--- src/gpgpu_loader_pkg.sv ---
package gpgpu_loader_pkg;

  // *************************************************************************
  // framing characters on the host link
  // *************************************************************************

  localparam logic [7:0] soh = 8'h01;  // start of header
  localparam logic [7:0] sot = 8'h02;  // start of text, data follows
  localparam logic [7:0] eot = 8'h03;  // end of name field
  localparam logic [7:0] eof = 8'h04;  // end of file
  localparam logic [7:0] lf  = 8'h0a;
  localparam logic [7:0] cr  = 8'h0d;

  // target ids carried in the header byte after soh
  localparam logic [7:0] file_id_task = 8'h00;
  localparam logic [7:0] file_id_ic   = 8'h01;
  localparam logic [7:0] file_id_dc   = 8'h10;

  // *************************************************************************
  // row geometry
  // *************************************************************************

  localparam int narrow_w       = 32;   // task and icache rows
  localparam int wide_w         = 256;  // dcache rows
  localparam int narrow_nibbles = narrow_w / 4;
  localparam int wide_nibbles   = wide_w / 4;

  // names of the files sent back, msb first
  localparam logic [39:0] out_name_task = 40'h54_65_73_74_31;  // "Test1"
  localparam logic [39:0] out_name_ic   = 40'h54_65_73_74_32;  // "Test2"
  localparam logic [39:0] out_name_dc   = 40'h54_65_73_74_33;  // "Test3"

  // narrow view keeps the 32-bit word in the low bits
  typedef struct packed {
    logic [wide_w-narrow_w-1:0] pad;
    logic [narrow_w-1:0]        word;
  } narrow_row_t;

  // one memory row, read as a full dcache line or as a narrow word
  typedef union packed {
    logic [wide_w-1:0] wide;
    narrow_row_t       narrow;
  } row_word_u;

  // *************************************************************************
  // hex conversion
  // *************************************************************************

  // bit 4 set when ch is a hex digit, bits 3:0 hold its value
  function automatic logic [4:0] hex_to_val(input logic [7:0] ch);
    logic [4:0] res;
    res = 5'h00;  // not a digit
    if ((ch >= 8'h30) && (ch <= 8'h39)) begin
      res = {1'b1, ch[3:0]};  // 0-9
    end else if (((ch >= 8'h41) && (ch <= 8'h46)) ||
                 ((ch >= 8'h61) && (ch <= 8'h66))) begin
      res = {1'b1, ch[3:0] + 4'd9};  // a-f and A-F give 10..15
    end
    return res;
  endfunction

  // value to ascii, upper case letters
  function automatic logic [7:0] val_to_hex(input logic [3:0] val);
    logic [7:0] ch;
    if (val < 4'd10) begin
      ch = {4'h3, val};
    end else begin
      ch = 8'h37 + {4'h0, val};  // 10 -> 'A'
    end
    return ch;
  endfunction

endpackage

--- src/file_dump_sequencer.sv ---
`timescale 1ns/1ps

module file_dump_sequencer #(
  parameter int task_rows = 256,
  parameter int ic_rows   = 1024,
  parameter int dc_rows   = 512,
  parameter int addr_w    = 10
) (
  input  logic                clk_sys,
  input  logic                rst_clk,
  input  logic                start_dump,
  input  logic                all_loaded,
  input  logic                tx_full,      // sink cannot take a byte
  input  logic [31:0]         task_dout,
  input  logic [31:0]         ic_dout,
  input  logic [255:0]        dc_dout,
  output logic [addr_w-1:0]   task_rd_addr,
  output logic [addr_w-1:0]   ic_rd_addr,
  output logic [addr_w-1:0]   dc_rd_addr,
  output logic [7:0]          tx_data,
  output logic                tx_valid,
  output logic                dump_busy,
  output logic                dump_done
);

  // phase inside one file
  localparam logic [1:0] ph_hdr = 2'd0;  // soh, name, eot, sot
  localparam logic [1:0] ph_row = 2'd1;  // hex chars then cr lf
  localparam logic [1:0] ph_eof = 2'd2;

  // send order
  localparam logic [1:0] f_task = 2'd0;
  localparam logic [1:0] f_ic   = 2'd1;
  localparam logic [1:0] f_dc   = 2'd2;

  localparam logic [addr_w-1:0] task_last = addr_w'(task_rows - 1);
  localparam logic [addr_w-1:0] ic_last   = addr_w'(ic_rows - 1);
  localparam logic [addr_w-1:0] dc_last   = addr_w'(dc_rows - 1);

  logic [1:0]                  phase;
  logic [1:0]                  file_sel;
  logic [2:0]                  hdr_cnt;    // 0 soh, 1..5 name, 6 eot, 7 sot
  logic [6:0]                  chr_cnt;    // hex index, then cr and lf
  logic                        eof_due;    // row being closed is the last one
  logic                        adv;        // a byte leaves this cycle
  logic [addr_w-1:0]           cur_addr;
  logic [addr_w-1:0]           cur_last;
  logic [39:0]                 cur_name;
  logic [6:0]                  cur_chars;
  gpgpu_loader_pkg::row_word_u rd_word;

  assign adv      = dump_busy && !tx_full;
  assign tx_valid = adv;

  // *************************************************************************
  // per file selection
  // *************************************************************************

  always_comb begin
    rd_word = '0;
    case (file_sel)
      f_task: begin
        cur_addr            = task_rd_addr;
        cur_last            = task_last;
        cur_name            = gpgpu_loader_pkg::out_name_task;
        rd_word.narrow.word = task_dout;
      end
      f_ic: begin
        cur_addr            = ic_rd_addr;
        cur_last            = ic_last;
        cur_name            = gpgpu_loader_pkg::out_name_ic;
        rd_word.narrow.word = ic_dout;
      end
      default: begin
        cur_addr     = dc_rd_addr;
        cur_last     = dc_last;
        cur_name     = gpgpu_loader_pkg::out_name_dc;
        rd_word.wide = dc_dout;
      end
    endcase
    cur_chars = (file_sel == f_dc) ? 7'(gpgpu_loader_pkg::wide_nibbles)
                                   : 7'(gpgpu_loader_pkg::narrow_nibbles);
  end

  // outgoing byte
  always_comb begin
    tx_data = gpgpu_loader_pkg::eof;
    case (phase)
      ph_hdr: begin
        case (hdr_cnt)
          3'd0:    tx_data = gpgpu_loader_pkg::soh;
          3'd1:    tx_data = cur_name[39:32];
          3'd2:    tx_data = cur_name[31:24];
          3'd3:    tx_data = cur_name[23:16];
          3'd4:    tx_data = cur_name[15:8];
          3'd5:    tx_data = cur_name[7:0];
          3'd6:    tx_data = gpgpu_loader_pkg::eot;
          default: tx_data = gpgpu_loader_pkg::sot;
        endcase
      end
      ph_row: begin
        if (chr_cnt < cur_chars) begin
          if (file_sel == f_dc) begin
            tx_data = gpgpu_loader_pkg::val_to_hex(
                rd_word.wide[(gpgpu_loader_pkg::wide_w - 1) - 4 * chr_cnt -: 4]);
          end else begin
            tx_data = gpgpu_loader_pkg::val_to_hex(
                rd_word.narrow.word[(gpgpu_loader_pkg::narrow_w - 1) - 4 * chr_cnt -: 4]);
          end
        end else if (chr_cnt == cur_chars) begin
          tx_data = gpgpu_loader_pkg::cr;
        end else begin
          tx_data = gpgpu_loader_pkg::lf;
        end
      end
      default: tx_data = gpgpu_loader_pkg::eof;
    endcase
  end

  // *************************************************************************
  // sequencing, everything holds while the sink is full
  // *************************************************************************

  always_ff @(posedge clk_sys) begin
    if (rst_clk) begin
      dump_busy    <= 1'b0;
      dump_done    <= 1'b0;
      phase        <= ph_hdr;
      file_sel     <= f_task;
      hdr_cnt      <= '0;
      chr_cnt      <= '0;
      eof_due      <= 1'b0;
      task_rd_addr <= '0;
      ic_rd_addr   <= '0;
      dc_rd_addr   <= '0;
    end else begin
      dump_done <= 1'b0;
      if (!dump_busy) begin
        if (start_dump && all_loaded) begin
          dump_busy    <= 1'b1;
          phase        <= ph_hdr;
          file_sel     <= f_task;
          hdr_cnt      <= '0;
          chr_cnt      <= '0;
          eof_due      <= 1'b0;
          task_rd_addr <= '0;  // all three sit at row 0 so the first words are ready
          ic_rd_addr   <= '0;
          dc_rd_addr   <= '0;
        end
      end else if (adv) begin
        case (phase)
          ph_hdr: begin
            if (hdr_cnt == 3'd7) begin
              phase   <= ph_row;
              chr_cnt <= '0;
            end else begin
              hdr_cnt <= hdr_cnt + 3'd1;
            end
          end
          ph_row: begin
            if (chr_cnt == cur_chars) begin
              // cr goes out, step the address so the next word lands by its first char
              chr_cnt <= chr_cnt + 7'd1;
              if (cur_addr == cur_last) begin
                eof_due <= 1'b1;
              end else begin
                case (file_sel)
                  f_task:  task_rd_addr <= task_rd_addr + addr_w'(1);
                  f_ic:    ic_rd_addr   <= ic_rd_addr + addr_w'(1);
                  default: dc_rd_addr   <= dc_rd_addr + addr_w'(1);
                endcase
              end
            end else if (chr_cnt == cur_chars + 7'd1) begin
              chr_cnt <= '0;  // lf closes the row
              if (eof_due) begin
                phase   <= ph_eof;
                eof_due <= 1'b0;
              end
            end else begin
              chr_cnt <= chr_cnt + 7'd1;
            end
          end
          default: begin
            hdr_cnt <= '0;
            if (file_sel == f_dc) begin
              dump_busy <= 1'b0;  // last eof sent
              dump_done <= 1'b1;
            end else begin
              file_sel <= file_sel + 2'd1;
              phase    <= ph_hdr;
            end
          end
        endcase
      end
    end
  end

endmodule

--- src/gpgpu_mem_loader.sv ---
`timescale 1ns/1ps

module gpgpu_mem_loader #(
  parameter int task_rows = 256,
  parameter int ic_rows   = 1024,
  parameter int dc_rows   = 512,
  parameter int addr_w    = 10   // covers the deepest memory
) (
  input  logic                        clk_sys,
  input  logic                        rst_clk,
  // host byte stream in
  input  logic [7:0]                  rx_data,
  input  logic                        rx_valid,
  // host byte stream out
  input  logic                        tx_full,
  output logic [7:0]                  tx_data,
  output logic                        tx_valid,
  input  logic                        start_dump,   // clean single-cycle pulse
  // shared write port of the three memories
  output logic                        task_init,
  output logic                        ic_init,
  output logic                        dc_init,
  output logic [addr_w-1:0]           wr_addr,
  output gpgpu_loader_pkg::row_word_u row_data,
  // readback ports, data one cycle after address
  output logic [addr_w-1:0]           task_rd_addr,
  output logic [addr_w-1:0]           ic_rd_addr,
  output logic [addr_w-1:0]           dc_rd_addr,
  input  logic [31:0]                 task_dout,
  input  logic [31:0]                 ic_dout,
  input  logic [255:0]                dc_dout,
  // status
  output logic [2:0]                  file_leds,
  output logic                        loaded,
  output logic                        dump_done
);

  logic dump_busy;  // loader stays deaf while the readback runs

  // *************************************************************************
  // receive side
  // *************************************************************************

  hex_row_loader #(
    .task_rows (task_rows),
    .ic_rows   (ic_rows),
    .dc_rows   (dc_rows),
    .addr_w    (addr_w)
  ) u_loader (
    .clk_sys    (clk_sys),
    .rst_clk    (rst_clk),
    .rx_data    (rx_data),
    .rx_valid   (rx_valid),
    .dump_busy  (dump_busy),
    .task_init  (task_init),
    .ic_init    (ic_init),
    .dc_init    (dc_init),
    .wr_addr    (wr_addr),
    .row_data   (row_data),
    .file_leds  (file_leds),
    .all_loaded (loaded)      // arms the readback
  );

  // *************************************************************************
  // send side
  // *************************************************************************

  file_dump_sequencer #(
    .task_rows (task_rows),
    .ic_rows   (ic_rows),
    .dc_rows   (dc_rows),
    .addr_w    (addr_w)
  ) u_dump (
    .clk_sys      (clk_sys),
    .rst_clk      (rst_clk),
    .start_dump   (start_dump),
    .all_loaded   (loaded),
    .tx_full      (tx_full),
    .task_dout    (task_dout),
    .ic_dout      (ic_dout),
    .dc_dout      (dc_dout),
    .task_rd_addr (task_rd_addr),
    .ic_rd_addr   (ic_rd_addr),
    .dc_rd_addr   (dc_rd_addr),
    .tx_data      (tx_data),
    .tx_valid     (tx_valid),
    .dump_busy    (dump_busy),
    .dump_done    (dump_done)
  );

endmodule

--- src/hex_row_loader.sv ---
`timescale 1ns/1ps

module hex_row_loader #(
  parameter int task_rows = 256,
  parameter int ic_rows   = 1024,
  parameter int dc_rows   = 512,
  parameter int addr_w    = 10
) (
  input  logic                        clk_sys,
  input  logic                        rst_clk,
  input  logic [7:0]                  rx_data,
  input  logic                        rx_valid,
  input  logic                        dump_busy,   // readback owns the link
  output logic                        task_init,
  output logic                        ic_init,
  output logic                        dc_init,
  output logic [addr_w-1:0]           wr_addr,
  output gpgpu_loader_pkg::row_word_u row_data,
  output logic [2:0]                  file_leds,   // one per target, set on sot
  output logic                        all_loaded
);

  // header fsm encodings
  localparam logic [2:0] st_idle = 3'd0;  // hunting for soh
  localparam logic [2:0] st_id   = 3'd1;  // next byte is the file id
  localparam logic [2:0] st_eot  = 3'd2;
  localparam logic [2:0] st_sot  = 3'd3;  // name bytes until sot
  localparam logic [2:0] st_data = 3'd4;

  // target select, doubles as file_leds index
  localparam logic [1:0] tgt_task = 2'd0;
  localparam logic [1:0] tgt_ic   = 2'd1;
  localparam logic [1:0] tgt_dc   = 2'd2;

  localparam logic [addr_w-1:0] task_last = addr_w'(task_rows - 1);
  localparam logic [addr_w-1:0] ic_last   = addr_w'(ic_rows - 1);
  localparam logic [addr_w-1:0] dc_last   = addr_w'(dc_rows - 1);

  logic [2:0]        state;
  logic [1:0]        tgt;
  logic [5:0]        nib_cnt;   // nibble position inside current row
  logic [addr_w-1:0] row_cnt;
  logic              rx_take;
  logic [4:0]        hex;       // {valid, value}
  logic              last_nib;
  logic              last_row;

  assign rx_take = rx_valid && !dump_busy;  // bytes during readback are dropped
  assign hex     = gpgpu_loader_pkg::hex_to_val(rx_data);

  // end of row and end of file per target
  always_comb begin
    case (tgt)
      tgt_task: begin
        last_nib = (nib_cnt == 6'(gpgpu_loader_pkg::narrow_nibbles - 1));
        last_row = (row_cnt == task_last);
      end
      tgt_ic: begin
        last_nib = (nib_cnt == 6'(gpgpu_loader_pkg::narrow_nibbles - 1));
        last_row = (row_cnt == ic_last);
      end
      default: begin
        last_nib = (nib_cnt == 6'(gpgpu_loader_pkg::wide_nibbles - 1));
        last_row = (row_cnt == dc_last);
      end
    endcase
  end

  // *************************************************************************
  // header parse and row counting
  // *************************************************************************

  always_ff @(posedge clk_sys) begin
    if (rst_clk) begin
      state      <= st_idle;
      tgt        <= tgt_task;
      nib_cnt    <= '0;
      row_cnt    <= '0;
      task_init  <= 1'b0;
      ic_init    <= 1'b0;
      dc_init    <= 1'b0;
      file_leds  <= '0;
      all_loaded <= 1'b0;
    end else begin
      // write strobes are single cycle
      task_init <= 1'b0;
      ic_init   <= 1'b0;
      dc_init   <= 1'b0;
      if (rx_take) begin
        case (state)
          st_idle: begin
            if (rx_data == gpgpu_loader_pkg::soh) state <= st_id;
          end
          st_id: begin
            nib_cnt <= '0;
            row_cnt <= '0;
            state   <= st_eot;
            case (rx_data)
              gpgpu_loader_pkg::file_id_task: tgt <= tgt_task;
              gpgpu_loader_pkg::file_id_ic:   tgt <= tgt_ic;
              gpgpu_loader_pkg::file_id_dc:   tgt <= tgt_dc;
              default:                        state <= st_idle;  // unknown target
            endcase
          end
          st_eot: begin
            state <= (rx_data == gpgpu_loader_pkg::eot) ? st_sot : st_idle;
          end
          st_sot: begin
            if (rx_data == gpgpu_loader_pkg::sot) begin
              state          <= st_data;
              file_leds[tgt] <= 1'b1;
            end
          end
          st_data: begin
            if (hex[4]) begin  // filler and line endings skipped
              if (last_nib) begin
                nib_cnt   <= '0;
                task_init <= (tgt == tgt_task);
                ic_init   <= (tgt == tgt_ic);
                dc_init   <= (tgt == tgt_dc);
                if (last_row) begin
                  state <= st_idle;
                  if (tgt == tgt_dc) all_loaded <= 1'b1;  // dcache always comes last
                end else begin
                  row_cnt <= row_cnt + addr_w'(1);
                end
              end else begin
                nib_cnt <= nib_cnt + 6'd1;
              end
            end
          end
          default: state <= st_idle;
        endcase
      end
    end
  end

  // *************************************************************************
  // row assembly, msb nibble arrives first
  // *************************************************************************

  always_ff @(posedge clk_sys) begin
    wr_addr <= row_cnt;  // one behind so it lines up with the strobe
    if (rx_take && (state == st_data) && hex[4]) begin
      if (tgt == tgt_dc) begin
        row_data.wide[(gpgpu_loader_pkg::wide_w - 1) - 4 * nib_cnt -: 4] <= hex[3:0];
      end else begin
        row_data.narrow.word[(gpgpu_loader_pkg::narrow_w - 1) - 4 * nib_cnt -: 4] <= hex[3:0];
      end
    end
  end

endmodule
--- config.mk ---
export PLATFORM = sky130hd
export DESIGN_NAME = gpgpu_mem_loader
export DESIGN_NICKNAME = d
export VERILOG_FILES = /design/src/gpgpu_loader_pkg.sv /design/src/file_dump_sequencer.sv /design/src/gpgpu_mem_loader.sv /design/src/hex_row_loader.sv
export SDC_FILE = /design/constraint.sdc
export NUM_CORES = 1
export LEC_CHECK = 0
export BUFFER_PORTS_ARGS = -buffer_cell sky130_fd_sc_hd__buf_4
export CORE_MARGIN = 8
export CORE_UTILIZATION = 25
export CTS_CLUSTER_DIAMETER = 50
export DETAILED_ROUTE_END_ITERATION = 10
export PLACE_DENSITY = 0.44
export SETUP_SLACK_MARGIN = 0.4
export SYNTH_ARGS = -nofsm -noshare
export SYNTH_HDL_FRONTEND = slang
export SYNTH_SLANG_ARGS = --single-unit
export TNS_END_PERCENT = 30
--- constraint.sdc ---
create_clock -name clk_sys -period 7.9 [get_ports clk_sys]
set_input_delay 0.395 -clock clk_sys [delete_from_list [all_inputs] [get_ports clk_sys]]
set_output_delay 0.395 -clock clk_sys [all_outputs]
set_load 0.02 [all_outputs]
## Yosys cells after proc, flatten, opt, wreduce, memory -nomap -nowiden

Cells that the tools add are included.

- $add $sub $neg: 18
- $mul: 0
- Div/mod/pow operators: 0
- Order comparisons: 11
- Eq/ne operators: 53
- Shifts and indexed selects: 6
- Muxes and demuxes: 95
- Bitwise operators: 7
- Reduce and logical (&&, ||, !) cells: 42

Operators with widths:

| kind | number |
|---|---|
| variable shift 4 x 34 -> 259 bit (first input constant) | 1 |
| variable part select 259 x 33 -> 4 bit | 1 |
| variable part select 4 x 34 -> 259 bit | 1 |
| bitwise mux 256 bit | 1 |
| 2-to-1 mux 224 bit | 1 |
| 2-to-1 mux 10 bit | 22 |
| negation 32 -> 34 bit | 2 |
| case mux 32 bit (2 select lines) | 1 |
| case mux 10 bit (2 select lines) | 3 |
| 2-to-1 mux 7 bit | 7 |
| case mux 7 bit (7 select lines) | 1 |
| adder 10 x 1 -> 10 bit (second input constant) | 4 |
| variable shift 4 x 34 -> 35 bit (first input constant) | 1 |
| variable part select 35 x 33 -> 4 bit | 1 |
| variable part select 4 x 34 -> 35 bit | 1 |
| bitwise mux 32 bit | 1 |
| 2-to-1 mux 32 bit | 1 |
| 2-to-1 mux 8 bit | 4 |
| 2-to-1 mux 3 bit | 10 |
| AND reduction 6 bit | 5 |
| 2-to-1 mux 2 bit | 14 |
| inequality test 3 bit (second input constant) | 8 |
| inequality test 2 bit (second input constant) | 11 |
| == test 8 x 2 -> 1 bit (second input constant) | 2 |
| other kinds (64) | 128 |

- Register bits: 341
- Bits in latches: 0
- RAM bits: 0
- ROM bits: 0
- Bits of input ports: 333
- Output and inout bits: 313
- Logic and storage cells: 254
- Memories kept: 0

## Logic depth before layout (Yosys ltp)

Gate-level depths: netlist of run 1.

- Word-level depth: 9
- Depth in mapped cells: 17

## Modules after synthesis

From an unflattened synthesis of run 1, not the netlist that was laid out.

- Cells, all modules: 1,655
- Area, all modules: 17,768.3 um^2

By module, submodules not included:

| module | times used | cells an instance | area an instance (um^2) |
|---|---|---|---|
| hex_row_loader | 1 | 966 | 11,727.5 |
| file_dump_sequencer | 1 | 689 | 6,040.8 |

## Least setup slack after synthesis of run 1

Ideal clock, no wire load.

- Path type: reg2out
- Start: register u_dump.file_sel[0]
- End: output port tx_data[1]
- Arrival: 3.475 ns
- Required time: 7.505 ns
- Path slack: 4.030 ns
- Cell stages (with the launch flop): 17
- Cell sequence: dfxtp_1 inv_1 ha_1 buf_6 buf_6 buf_2 buf_2 a22o_1 a211oi_1 a31oi_1 mux4_2 a22oi_1 or2_2 ha_1 inv_1 a22oi_1 o311ai_1

- Cells in the longest elaborated chain, start to end: 9
- Elaborated cells on any way between the ends: 23

RTL lines:

| what | line | text |
|---|---|---|
| start: declaration | file_dump_sequencer.sv:41 | `logic [1:0] file_sel;` |
| start signal: assignment | file_dump_sequencer.sv:129 | `file_sel <= f_task;` |
| start signal: assignment | file_dump_sequencer.sv:142 | `file_sel <= f_task;` |
| start signal: assignment | file_dump_sequencer.sv:189 | `file_sel <= file_sel + 2'd1;` |
| == test 2 x 1 -> 1 bit or logical NOT 2 bit (tied branches) | file_dump_sequencer.sv:61 | `case (file_sel)` |
| OR reduction 2 bit (no line) | -- |  |
| 2-to-1 mux 224 bit | file_dump_sequencer.sv:61 |  |
| variable part select 259 x 33 -> 4 bit | file_dump_sequencer.sv:105 | `rd_word.wide[(gpgpu_loader_pkg::wide_w - 1) - 4 * chr_cnt -: 4]);` |
| adder 6 x 4 -> 7 bit or less-than comparator 4 bit (tied branches) | gpgpu_loader_pkg.sv:68, gpgpu_loader_pkg.sv:65 |  |
| 2-to-1 mux 8 bit | gpgpu_loader_pkg.sv:65 | `if (val < 4'd10) begin` |
| 2-to-1 mux 8 bit | file_dump_sequencer.sv:103 | `if (file_sel == f_dc) begin` |
| 2-to-1 mux 8 bit | file_dump_sequencer.sv:102 | `if (chr_cnt < cur_chars) begin` |
| case mux 8 bit (2 select lines) * | file_dump_sequencer.sv:88 | `case (phase)` |
| end: declaration | gpgpu_mem_loader.sv:16 | `output logic [7:0] tx_data,` |

Every way passes the cells marked *; elsewhere a longest branch is shown, timed or not.

## Worst setup path after layout of run 1

- Start: register u_dump.chr_cnt[0]
- End: output port tx_data[4]

- Cells in the longest elaborated chain, start to end: 7
- Elaborated cells on any way between the ends: 14

RTL lines:

| what | line | text |
|---|---|---|
| start: declaration | file_dump_sequencer.sv:43 | `logic [6:0] chr_cnt;` |
| start signal: assignment | file_dump_sequencer.sv:163 | `chr_cnt <= chr_cnt + 7'd1;` |
| start signal: assignment | file_dump_sequencer.sv:180 | `chr_cnt <= chr_cnt + 7'd1;` |
| subtractor 8 x 9 -> 10 bit or subtractor 5 x 9 -> 10 bit (tied branches) | file_dump_sequencer.sv:105, file_dump_sequencer.sv:108 |  |
| variable part select 259 x 33 -> 4 bit or variable part select 35 x 33 -> 4 bit (tied branches) | file_dump_sequencer.sv:105, file_dump_sequencer.sv:108 |  |
| adder 6 x 4 -> 7 bit or less-than comparator 4 bit (tied branches) | gpgpu_loader_pkg.sv:68, gpgpu_loader_pkg.sv:65 |  |
| 2-to-1 mux 8 bit | gpgpu_loader_pkg.sv:65 |  |
| 2-to-1 mux 8 bit | file_dump_sequencer.sv:103 |  |
| 2-to-1 mux 8 bit * | file_dump_sequencer.sv:102 |  |
| case mux 8 bit (2 select lines) * | file_dump_sequencer.sv:88 |  |

Marked as above.

==> results of run 1 <==
==> sequential cells by signal (all words and copies together), names as in the netlist, 6 cells and up <==
signal	count
u_dump.chr_cnt	7
u_dump.dc_rd_addr	10
u_dump.ic_rd_addr	10
u_dump.task_rd_addr	10
u_loader.nib_cnt	6
u_loader.row_cnt	10
u_loader.row_data	256
u_loader.wr_addr	10
==> cell usage after synthesis (4+ instances only) <==
master / count / area (um^2)
nor2_1: 425 / 1600
edfxtp_1: 256 / 7690
nand2_1: 136 / 510
dfxtp_1: 85 / 1700
clkbuf_1: 64 / 240
a21oi_1: 61 / 305
mux4_2: 61 / 1370
ha_1: 37 / 463
nand3_1: 35 / 175
inv_1: 32 / 120
o21ai_0: 25 / 125
a22o_1: 24 / 210
a31oi_1: 20 / 125
nor3_1: 20 / 100
buf_2: 18 / 90.1
a22oi_1: 15 / 113
nand2b_1: 15 / 93.8
xnor2_1: 15 / 131
xor2_1: 14 / 123
a32oi_1: 13 / 114
and3_1: 13 / 81.3
mux2i_1: 13 / 130
or4_1: 13 / 97.6
a211oi_1: 11 / 82.6
nand4_1: 11 / 68.8
nor2b_1: 10 / 62.6
o2111ai_1: 10 / 87.6
or3_1: 10 / 62.6
o31ai_1: 9 / 67.6
o211ai_1: 8 / 60.1
a21o_1: 5 / 37.5
a311oi_1: 5 / 43.8
buf_4: 5 / 37.5
nand3b_1: 5 / 37.5
nor4_1: 5 / 31.3
or2_2: 5 / 31.3
nor3b_1: 4 / 30.0
==> metrics by stage <==
step | hold WS [ns] | util | cells | area [um^2] | total power [mW]
after global placement | 0.382 | 0.333 | 3022 | 22700 | 2.19
final | 0.183 | 0.354 | 3101 | 24100 | 4.10
after CTS | 0.137 | 0.354 | 3100 | 24100 | 4.15
after global routing | 0.163 | 0.354 | 3101 | 24100 | 4.23
after detailed placement | 0.380 | 0.333 | 3022 | 22700 | 2.19
after floorplan | 0.363 | - | 1578 | 17100 | 2.02
==> layout by cell type, fill, tap and decap left out, types with 8 or more instances in the layout <==
cell type	netlist	final
buf_4	5	654
edfxtp_1	256	256
or3_1	10	10
nand2b_1	15	15
mux2i_1	13	13
nor2_1	425	425
a31oi_1	20	20
nand3_1	35	35
o211ai_1	8	8
inv_1	32	32
a32oi_1	13	13
clkbuf_1	64	9
clkbuf_16	0	43
xnor2_1	15	15
nor3_1	20	20
ha_1	37	37
nand2_1	136	136
and3_1	13	13
clkinv_2	0	9
a21oi_1	61	61
a211oi_1	11	11
o31ai_1	9	9
o21ai_0	25	25
mux4_2	61	61
or4_1	13	13
o2111ai_1	10	10
nor2b_1	10	10
xor2_1	14	14
a22oi_1	15	15
dfxtp_1	85	82
a22o_1	24	24
nand4_1	11	11
==> metal layers <==
metal / wire (um) / share of wire / GRT usage / vias up
met5: 14 / 0.00018 / 0 / -
met1: 27900 / 0.36 / 0.203 / 7444
met4: 1830 / 0.024 / 0.0482 / 2
met3: 5250 / 0.068 / 0.0467 / 91
met2: 42500 / 0.55 / 0.374 / 663
li1: - / - / - / 6979
==> final cells by class <==
class / count / area share
clock buffer: 55 / 0.0477
tap: 882 / 0.0457
timing repair buffer: 654 / 0.204
multi-input combinational: 1110 / 0.297
antenna: 1 / 0.000104
inverter: 35 / 0.00545
sequential: 341 / 0.390
clock inverter: 23 / 0.0109
==> worst paths after layout <==
check	start	cells after the start	endpoint	slack, ns
min	tx_full	3	u_dump.dump_busy$_SDFF_PP0_	0.18
max reg2reg	u_dump.chr_cnt[3]$_SDFFE_PP0P_	10	u_dump.task_rd_addr[9]$_SDFFE_PP0P_	4.08
max	u_dump.chr_cnt[0]$_SDFFE_PP0P_	13	tx_data[4]	3.00
min reg2reg	u_loader.row_cnt[5]$_SDFFE_PP0P_	0	u_loader.wr_addr[5]$_DFF_P_	0.39
==> cell families after synthesis <==
logic type      after synthesis  share of synthesized area
simple gates                721                      0.181
flops                       341                      0.549
compound gates              245                      0.106
buf+inv                     127                     0.0312
mux                          77                     0.0901
fa+ha+maj                    37                     0.0271
xor+xnor                     29                     0.0149
other cells                   1                   0.000219
==> power groups by stage <==
stage / clock, mW / combinational (mW) / sequential, mW
detailed placement: 0 / 0.245 / 1.94
CTS: 2.00 / 0.245 / 1.90
global route: 2.07 / 0.259 / 1.90
floorplan: 0 / 0.0774 / 1.94
finish: 1.95 / 0.241 / 1.90
global placement: 0 / 0.243 / 1.94
==> tightest hold or removal path: stages <==
cell and delay (ns):
buf_4 0.09, o21ai_0 0.07, a21oi_1 0.13
==> impl_metrics.py, run 1 <==
metrics = {
    "finish": {
        "ff_latch_area_mm2": 0.00940,
        "nets": 2554,
        "drive_gt1_frac": 0.364,
        "fillers": 6868,
        "multi_input_area_mm2": 0.00717,
        "area_growth_pct": 41.2,
    },
    "grt": {
        "grt_pass1_vias": 15900,
        "globalRouteTotalUtil": 0.192,
        "grt_pass1_wl_mm": 111,
        "gr-total-overflow": 0,
        "grt_max_degree": 55,
        "antenna_found_initial": 5,
    },
    "cts": {
        "worstSkewPairLatency_ns": 0.56,
        "cts_sinks": 341,
        "cts_made_buffers": 42,
        "htreeDepth": 2,
        "postCtsSetupBuffers": 0,
        "cts-root-buf": "clkbuf_16",
        "ctsLongestPathBuffers": 3,
        "cts_resized": 0,
        "postCtsHoldBufs": 0,
        "clkTransAtPathRegs_ns": 0.05,
        "cts_tree": "yes",
    },
    "sta": {
        "maxSlewViolCount": 0,
        "layout_setup_ws_ns": 3.00,
        "tightest_slew_ns": 1.04,
        "finalClockSkew_ns": 0.0326,
        "fmax_mhz": 204,
        "period_needed_ns": 4.90,
        "rsz0062_at_grt": "no",
        "max-slew-margin-rel": 0.307,
        "hold_viol": 0,
        "setup_viol": 0,
        "period_share": 0.620,
        "setup_tns_ns": 0,
    },
    "synthesis": {
        "yosysSeqAreaShare": 0.549,
        "ys_types": 81,
        "synth_ff_type": "edfxtp_1",
        "syn_area_per_cell_um2": 10.8,
        "synth_cells": 1578,
        "synth-seq-cells": 341,
        "yosysWarnings": 0,
        "synthArstFlopShare": 0,
        "synth_edf_count": 256,
        "syn_area_mm2": 0.0171,
        "synth_nets": 1948,
    },
    "routing": {
        "num_vias": 15200,
        "drtAntennaViolNets": 0,
        "wl_per_cell_um": 25.0,
        "drt_wl_total_mm": 77.5,
        "viasPerCell": 4.89,
        "dr.first_iter.drc_count": 950,
        "dr.pass1.iters": 5,
        "drc": 0,
    },
    "die": {
        "io_pins": 646,
        "start_util": 0.251,
        "die_w_um": 277,
        "coreArea_mm2": 0.0681,
        "die-area_mm2": 0.0770,
        "die_y_um": 277,
        "num_rows": 96,
    },
    "worst_setup_path": {
        "slowest_stage": "buf_4",
        "criticalPathCategory": "flop to output port",
        "end_kind": "output port",
        "critPathMaxStageDelay_ns": 0.63,
        "arrival_ns": 4.50,
        "crit_chain": "buf_4 -> mux4_2 -> and2_1 -> a211oi_1 -> a311o_1 -> a41o_1 -> o21ai_0 -> nand2b_1 -> ha_1 -> nand2_1 -> a32oi_1 -> a22o_1 -> buf_4",
        "critical_path.max_fanout": 38,
        "cpLargestDelayFamily": "compound AO/OA/AOI/OAI gates",
        "path_buf_inv": 2,
        "start_kind": "flop",
        "cpMostUsedCell": "buf_4",
        "worstPathRequired_ns": 7.51,
    },
    "pwr": {
        "p_clk_frac": 0.476,
        "switching_share": 0.214,
        "powerDensity_mw_per_mm2": 170,
        "seqPwrFrac": 0.465,
        "switchingPower_uw": 879,
        "leakage_nw": 8.60,
        "max-vdd-ir-drop_v": 0.000144,
        "p_int_mw": 3.22,
        "pwr-share-comb": 0.059,
    },
    "placed_design": {
        "gp_congestion": 0.842,
        "io_buffers": 644,
        "hpwlAfterDp_mm": 62.8,
        "dp_slack_ns": 3.54,
    },
    "run": {
        "drv.max_cap_violation_count": 0,
    },
    "outcome": {
        "status": "completed",
    },
    "worst_hold_path": {
        "hp-class": "primary input to flop",
    },
}
No activity file was read; power rests on OpenSTA's default activity.
==> run 2: changes to the inputs <==
clock period = 4.7 ns   (was 7.9 ns; I/O delays follow)
==> run 2 against run 1 <==
Effect of this change: die area stayed put; critical path type unchanged; sequential power rose by 68%; via count grew 0.20%.
==> impl_metrics.py, run 2 (synthesis results as in run 1) <==
metrics = {
    "finish": {
        "area_growth_pct": 42.1,
        "fillers": 6849,
        "fin_cells": 3117,
        "ff_latch_area_mm2": 0.00940,
        "post-route-util": 0.357,
        "nets": 2570,
        "final_cell_mix": "660 x buf_4, 425 x nor2_1, 256 x edfxtp_1, 136 x nand2_1, 82 x dfxtp_1",
        "fin_area_mm2": 0.0243,
        "multi_input_area_mm2": 0.00718,
        "drive_gt1_frac": 0.366,
        "mostFrequentLayoutCell": "buf_4",
        "largest_reg_flops": 256,
    },
    "routing": {
        "top_layer": "met5",
        "viasPerCell": 4.88,
        "wl_per_cell_um": 25.0,
        "wl_met2_mm": 42.4,
        "wl_met1_mm": 27.9,
        "dr.pass1.iters": 7,
        "drc": 0,
        "drt_wl_total_mm": 78.0,
        "dr.first_iter.drc_count": 986,
        "route.met3.wl_mm": 5.67,
        "drtAntennaViolNets": 0,
        "num_vias": 15200,
    },
    "grt": {
        "globalRouteTotalUtil": 0.193,
        "gr-total-overflow": 0,
        "antenna_found_initial": 5,
        "grt_pass1_wl_mm": 112,
        "grt_max_degree": 48,
        "grt_pass1_vias": 16100,
    },
    "worst_setup_path": {
        "critPathMaxStageDelay_ns": 0.62,
        "criticalPathCategory": "flop to output port",
        "crit_chain": "buf_4 -> mux4_2 -> mux2i_1 -> mux2i_1 -> o31ai_1 -> a2bb2oi_1 -> a31oi_2 -> or3_1 -> nand3_1 -> buf_4",
        "slowest_stage": "dfxtp_4",
        "cpLargestDelayFamily": "compound AO/OA/AOI/OAI gates",
        "arrival_ns": 3.86,
        "end_kind": "output port",
        "start_kind": "flop",
        "path_buf_inv": 2,
        "critical_path.max_fanout": 25,
        "worstPathRequired_ns": 4.47,
    },
    "worst_hold_path": {
        "hp-class": "primary input to flop",
    },
    "sta": {
        "tightest_slew_ns": 1.02,
        "max-slew-margin-rel": 0.320,
        "setup_tns_ns": 0,
        "rsz0062_at_grt": "yes",
        "fmax_mhz": 244,
        "hold_viol": 0,
        "finalClockSkew_ns": 0.0237,
        "setup_viol": 0,
        "period_needed_ns": 4.09,
        "period_share": 0.871,
        "layout_setup_ws_ns": 0.606,
        "holdWs_ns": 0.0764,
        "maxSlewViolCount": 0,
    },
    "pwr": {
        "powerDensity_mw_per_mm2": 278,
        "power_mw": 6.76,
        "switchingPower_mw": 1.44,
        "max-vdd-ir-drop_v": 0.000260,
        "seqPwrFrac": 0.473,
        "switching_share": 0.213,
        "p_clk_frac": 0.467,
        "pwr-share-comb": 0.060,
        "leakage_nw": 8.63,
        "p_int_mw": 5.32,
    },
    "die": {
        "io_pins": 646,
        "start_util": 0.251,
        "die-area_mm2": 0.0770,
        "num_rows": 96,
        "die_y_um": 277,
        "coreArea_mm2": 0.0681,
        "die_w_um": 277,
    },
    "cts": {
        "cts_tree": "yes",
        "cts-root-buf": "clkbuf_16",
        "worstSkewPairLatency_ns": 0.56,
        "cts_sinks": 341,
        "htreeDepth": 2,
        "clkTransAtPathRegs_ns": 0.06,
        "ctsLongestPathBuffers": 3,
        "cts_made_buffers": 42,
    },
    "placed_design": {
        "gp_congestion": 0.869,
        "dp_cells": 3032,
        "dp_slack_ns": 0.786,
        "io_buffers": 644,
        "dpl_cell_area_mm2": 0.0228,
        "hpwlAfterDp_mm": 62.5,
    },
    "run": {
        "drv.max_cap_violation_count": 0,
    },
    "outcome": {
        "status": "completed",
    },
}
[run 2: cell types whose count changed in the layout (fill, tap and decap cells not counted), sizes merged]
| cell | before | now |
|---|---|---|
| buf | 654 | 668 |
| bufinv | 4 | 3 |
| clkinv | 17 | 13 |
| diode | 1 | 5 |
| dlygate4sd3 | 0 | 2 |
| inv | 37 | 38 |
[run 2: area by class of cell]
type | instances | area share
multi-input combinational | 1110 | 0.296
clock buffer | 55 | 0.0469
sequential | 341 | 0.387
antenna | 5 | 0.000515
clock inverter | 19 | 0.00794
timing repair buffer | 670 | 0.211
inverter | 35 | 0.00541
tap | 882 | 0.0454
[run 2: layer usage]
layer	up-vias	GRT usage
li1	7011	-
met1	7418	0.207
met2	679	0.375
met3	99	0.0442
met4	2	0.0503
met5	-	0
[run 2: worst paths after layout]
check / from / endpoint / slack, ns / cells past startpoint
max: u_dump.chr_cnt[1]$_SDFFE_PP0P_ / tx_data[0] / 0.61 / 10
min reg2reg: u_loader.row_cnt[5]$_SDFFE_PP0P_ / u_loader.wr_addr[5]$_DFF_P_ / 0.38 / 0
min: rx_data[5] / u_loader.tgt[1]$_SDFFE_PP0P_ / 0.08 / 4
max reg2reg: u_dump.file_sel[0]$_SDFFE_PP0P_ / u_dump.dc_rd_addr[5]$_SDFFE_PP0P_ / 1.22 / 11
[run 2: power groups by stage]
stage	logic, mW	registers [mW]	clock network, mW
floorplan	0.130	3.26	0
global placement	0.407	3.26	0
detailed placement	0.408	3.26	0
CTS	0.411	3.20	3.24
global route	0.435	3.20	3.37
finish	0.406	3.20	3.15
[run 2: what timing repair did]
| item | CTS | global route |
|---|---|---|
| setup endpoints to repair | 6 | 6 |
| setup buffers | 1 | 3 |
| resized for setup | 2 | 6 |
| pin swaps | 0 | 0 |
| endpoints found under the hold margin | 3 | 0 |
| hold buffers | 2 | 0 |
[run 2: tightest hold or removal path, stage by stage]
cell	delay, ns
buf_4	0.12
nor3b_1	0.07
nand4_1	0.09
a21oi_1	0.06
==> run 3: changes to the inputs <==
CORE_MARGIN = default   (was 8)
RECOVER_POWER = 25   (was default)
==> run 3 against run 2 <==
Effect of this change: maximum frequency grew 1.1%; total power hardly changed; cell count rose by 0.13%; design area decreased by 3.1%; clock-buffer cell count down 3; largest power group unchanged; clock skew increased by 0.013 ns; sequential share of layout area is 1.2 points higher.
==> impl_metrics.py, run 3 (synthesis results as in run 1) <==
metrics = {
    "routing": {
        "num_vias": 15300,
        "route.met3.wl_mm": 4.16,
        "drc": 0,
        "dr.pass1.iters": 7,
        "drt_wl_total_mm": 73.8,
        "top_layer": "met5",
        "wl_per_cell_um": 23.6,
        "drtAntennaViolNets": 0,
        "wl_met1_mm": 27.3,
        "dr.first_iter.drc_count": 971,
        "viasPerCell": 4.90,
        "wl_met2_mm": 40.5,
    },
    "finish": {
        "drive_gt1_frac": 0.274,
        "mostFrequentLayoutCell": "buf_4",
        "nets": 2580,
        "largest_reg_flops": 256,
        "fillers": 6965,
        "area_growth_pct": 37.6,
        "final_cell_mix": "458 x buf_4, 425 x nor2_1, 256 x edfxtp_1, 225 x clkbuf_1, 136 x nand2_1",
        "fin_area_mm2": 0.0235,
    },
    "worst_setup_path": {
        "arrival_ns": 3.81,
        "start_kind": "flop",
        "worstPathRequired_ns": 4.47,
        "end_kind": "output port",
        "crit_chain": "inv_1 -> ha_1 -> buf_8 -> nor2_2 -> buf_8 -> a21oi_1 -> mux4_2 -> mux2i_4 -> o31ai_1 -> a31oi_2 -> a22oi_1 -> o311ai_1 -> buf_4",
        "critical_path.max_fanout": 35,
        "slowest_stage": "mux4_2",
        "path_buf_inv": 4,
        "criticalPathCategory": "flop to output port",
        "critical_path_depth": 13,
        "reg2regPathDepth": 11,
        "critPathMaxStageDelay_ns": 0.51,
        "cpLargestDelayFamily": "compound AO/OA/AOI/OAI gates",
        "cpMostUsedCell": "buf_8",
    },
    "die": {
        "die_w_um": 263,
        "io_pins": 646,
        "num_rows": 95,
        "start_util": 0.254,
        "die-area_mm2": 0.0694,
        "die_y_um": 263,
        "coreArea_mm2": 0.0674,
    },
    "pwr": {
        "pwr-share-comb": 0.061,
        "switchingPower_mw": 1.50,
        "leakage_nw": 7.94,
        "seqPwrFrac": 0.473,
        "p_clk_frac": 0.465,
        "max-vdd-ir-drop_v": 0.000259,
        "powerDensity_mw_per_mm2": 287,
        "p_int_mw": 5.26,
        "switching_share": 0.221,
    },
    "grt": {
        "antenna_found_initial": 4,
        "grt_max_degree": 40,
        "grt_pass1_vias": 15700,
        "gr-total-overflow": 0,
        "globalRouteTotalUtil": 0.205,
        "grt_pass1_wl_mm": 106,
    },
    "cts": {
        "ctsLongestPathBuffers": 3,
        "clkTransAtPathRegs_ns": 0.06,
        "htreeDepth": 2,
        "cts_made_buffers": 42,
        "cts_sinks": 341,
        "cts-root-buf": "clkbuf_16",
        "cts_tree": "yes",
        "worstSkewPairLatency_ns": 0.56,
    },
    "sta": {
        "tightest_slew_ns": 0.960,
        "hold_viol": 0,
        "setup_viol": 0,
        "holdWs_ns": 0.0965,
        "maxSlewViolCount": 0,
        "setup_tns_ns": 0,
        "fmax_mhz": 247,
        "rsz0062_at_grt": "yes",
        "period_share": 0.861,
        "max-slew-margin-rel": 0.359,
        "finalClockSkew_ns": 0.0363,
        "period_needed_ns": 4.05,
    },
    "outcome": {
        "status": "completed",
    },
    "placed_design": {
        "gp_congestion": 0.909,
        "io_buffers": 644,
        "dpl_cell_area_mm2": 0.0228,
        "hpwlAfterDp_mm": 58.7,
    },
    "run": {
        "drv.max_cap_violation_count": 0,
    },
    "worst_hold_path": {
        "min_path_cells": 4,
        "hp-class": "primary input to flop",
    },
}
==> run 3: final timing paths <==
| path | from | endpoint | slack [ns] |
|---|---|---|---|
| worst max-delay path | u_dump.file_sel[1]$_SDFFE_PP0P_ | tx_data[1] | 0.65 |
| worst min-delay path | rx_data[5] | u_loader.tgt[1]$_SDFFE_PP0P_ | 0.1 |
| worst max register to register | u_dump.file_sel[0]$_SDFFE_PP0P_ | u_dump.task_rd_addr[9]$_SDFFE_PP0P_ | 1.13 |
| worst min register to register | u_loader.row_cnt[6]$_SDFFE_PP0P_ | u_loader.wr_addr[6]$_DFF_P_ | 0.39 |
==> run 3: metrics by stage <==
stage / setup WS (ns) / utilization / total power, mW / cells
finish: 0.653 / 0.349 / 6.76 / 3121
global route: 0.390 / 0.349 / 6.97 / 3120
CTS: 0.450 / 0.360 / 6.85 / 3112
detailed placement: 0.883 / 0.339 / 3.68 / 3030
global placement: 0.892 / 0.339 / 3.68 / 3030
floorplan: 0.990 / - / 3.39 / 1578
==> run 3: worst min-delay path: stages <==
cell	delay, ns
buf_4	0.12
nor3b_1	0.08
nand4_1	0.09
a21oi_1	0.06
==> run 3: power by group through the flow <==
stage | clock network (mW) | logic [mW] | registers (mW)
detailed placement | 0 | 0.416 | 3.26
floorplan | 0 | 0.130 | 3.26
finish | 3.15 | 0.414 | 3.20
global placement | 0 | 0.415 | 3.26
global route | 3.33 | 0.438 | 3.20
CTS | 3.23 | 0.419 | 3.20
==> run 3: per-layer routing <==
metal,GRT usage,vias to the layer above
li1,-,7029
met1,0.216,7526
met2,0.405,644
met3,0.0377,84
met4,0.0605,4
met5,0,-
==> run 3: cell type report <==
class                      instances  area, um^2  area share
antenna                            4        10.0    0.000426
clock buffer                      52        1110      0.0472
inverter                          35         131     0.00559
tap                              873        1090      0.0464
multi-input combinational       1110        7200       0.306
timing repair buffer             680        4340       0.184
sequential                       341        9400       0.400
clock inverter                    26         245      0.0104
==> run 3: repair_timing <==
action                                  in CTS  in global routing
endpoints found under the setup margin       6                  5
setup buffers                                2                  5
resized for setup                            5                  6
pin swaps                                    0                  2
hold buffers                                 2                  0
hold endpoints to repair                     3                  0
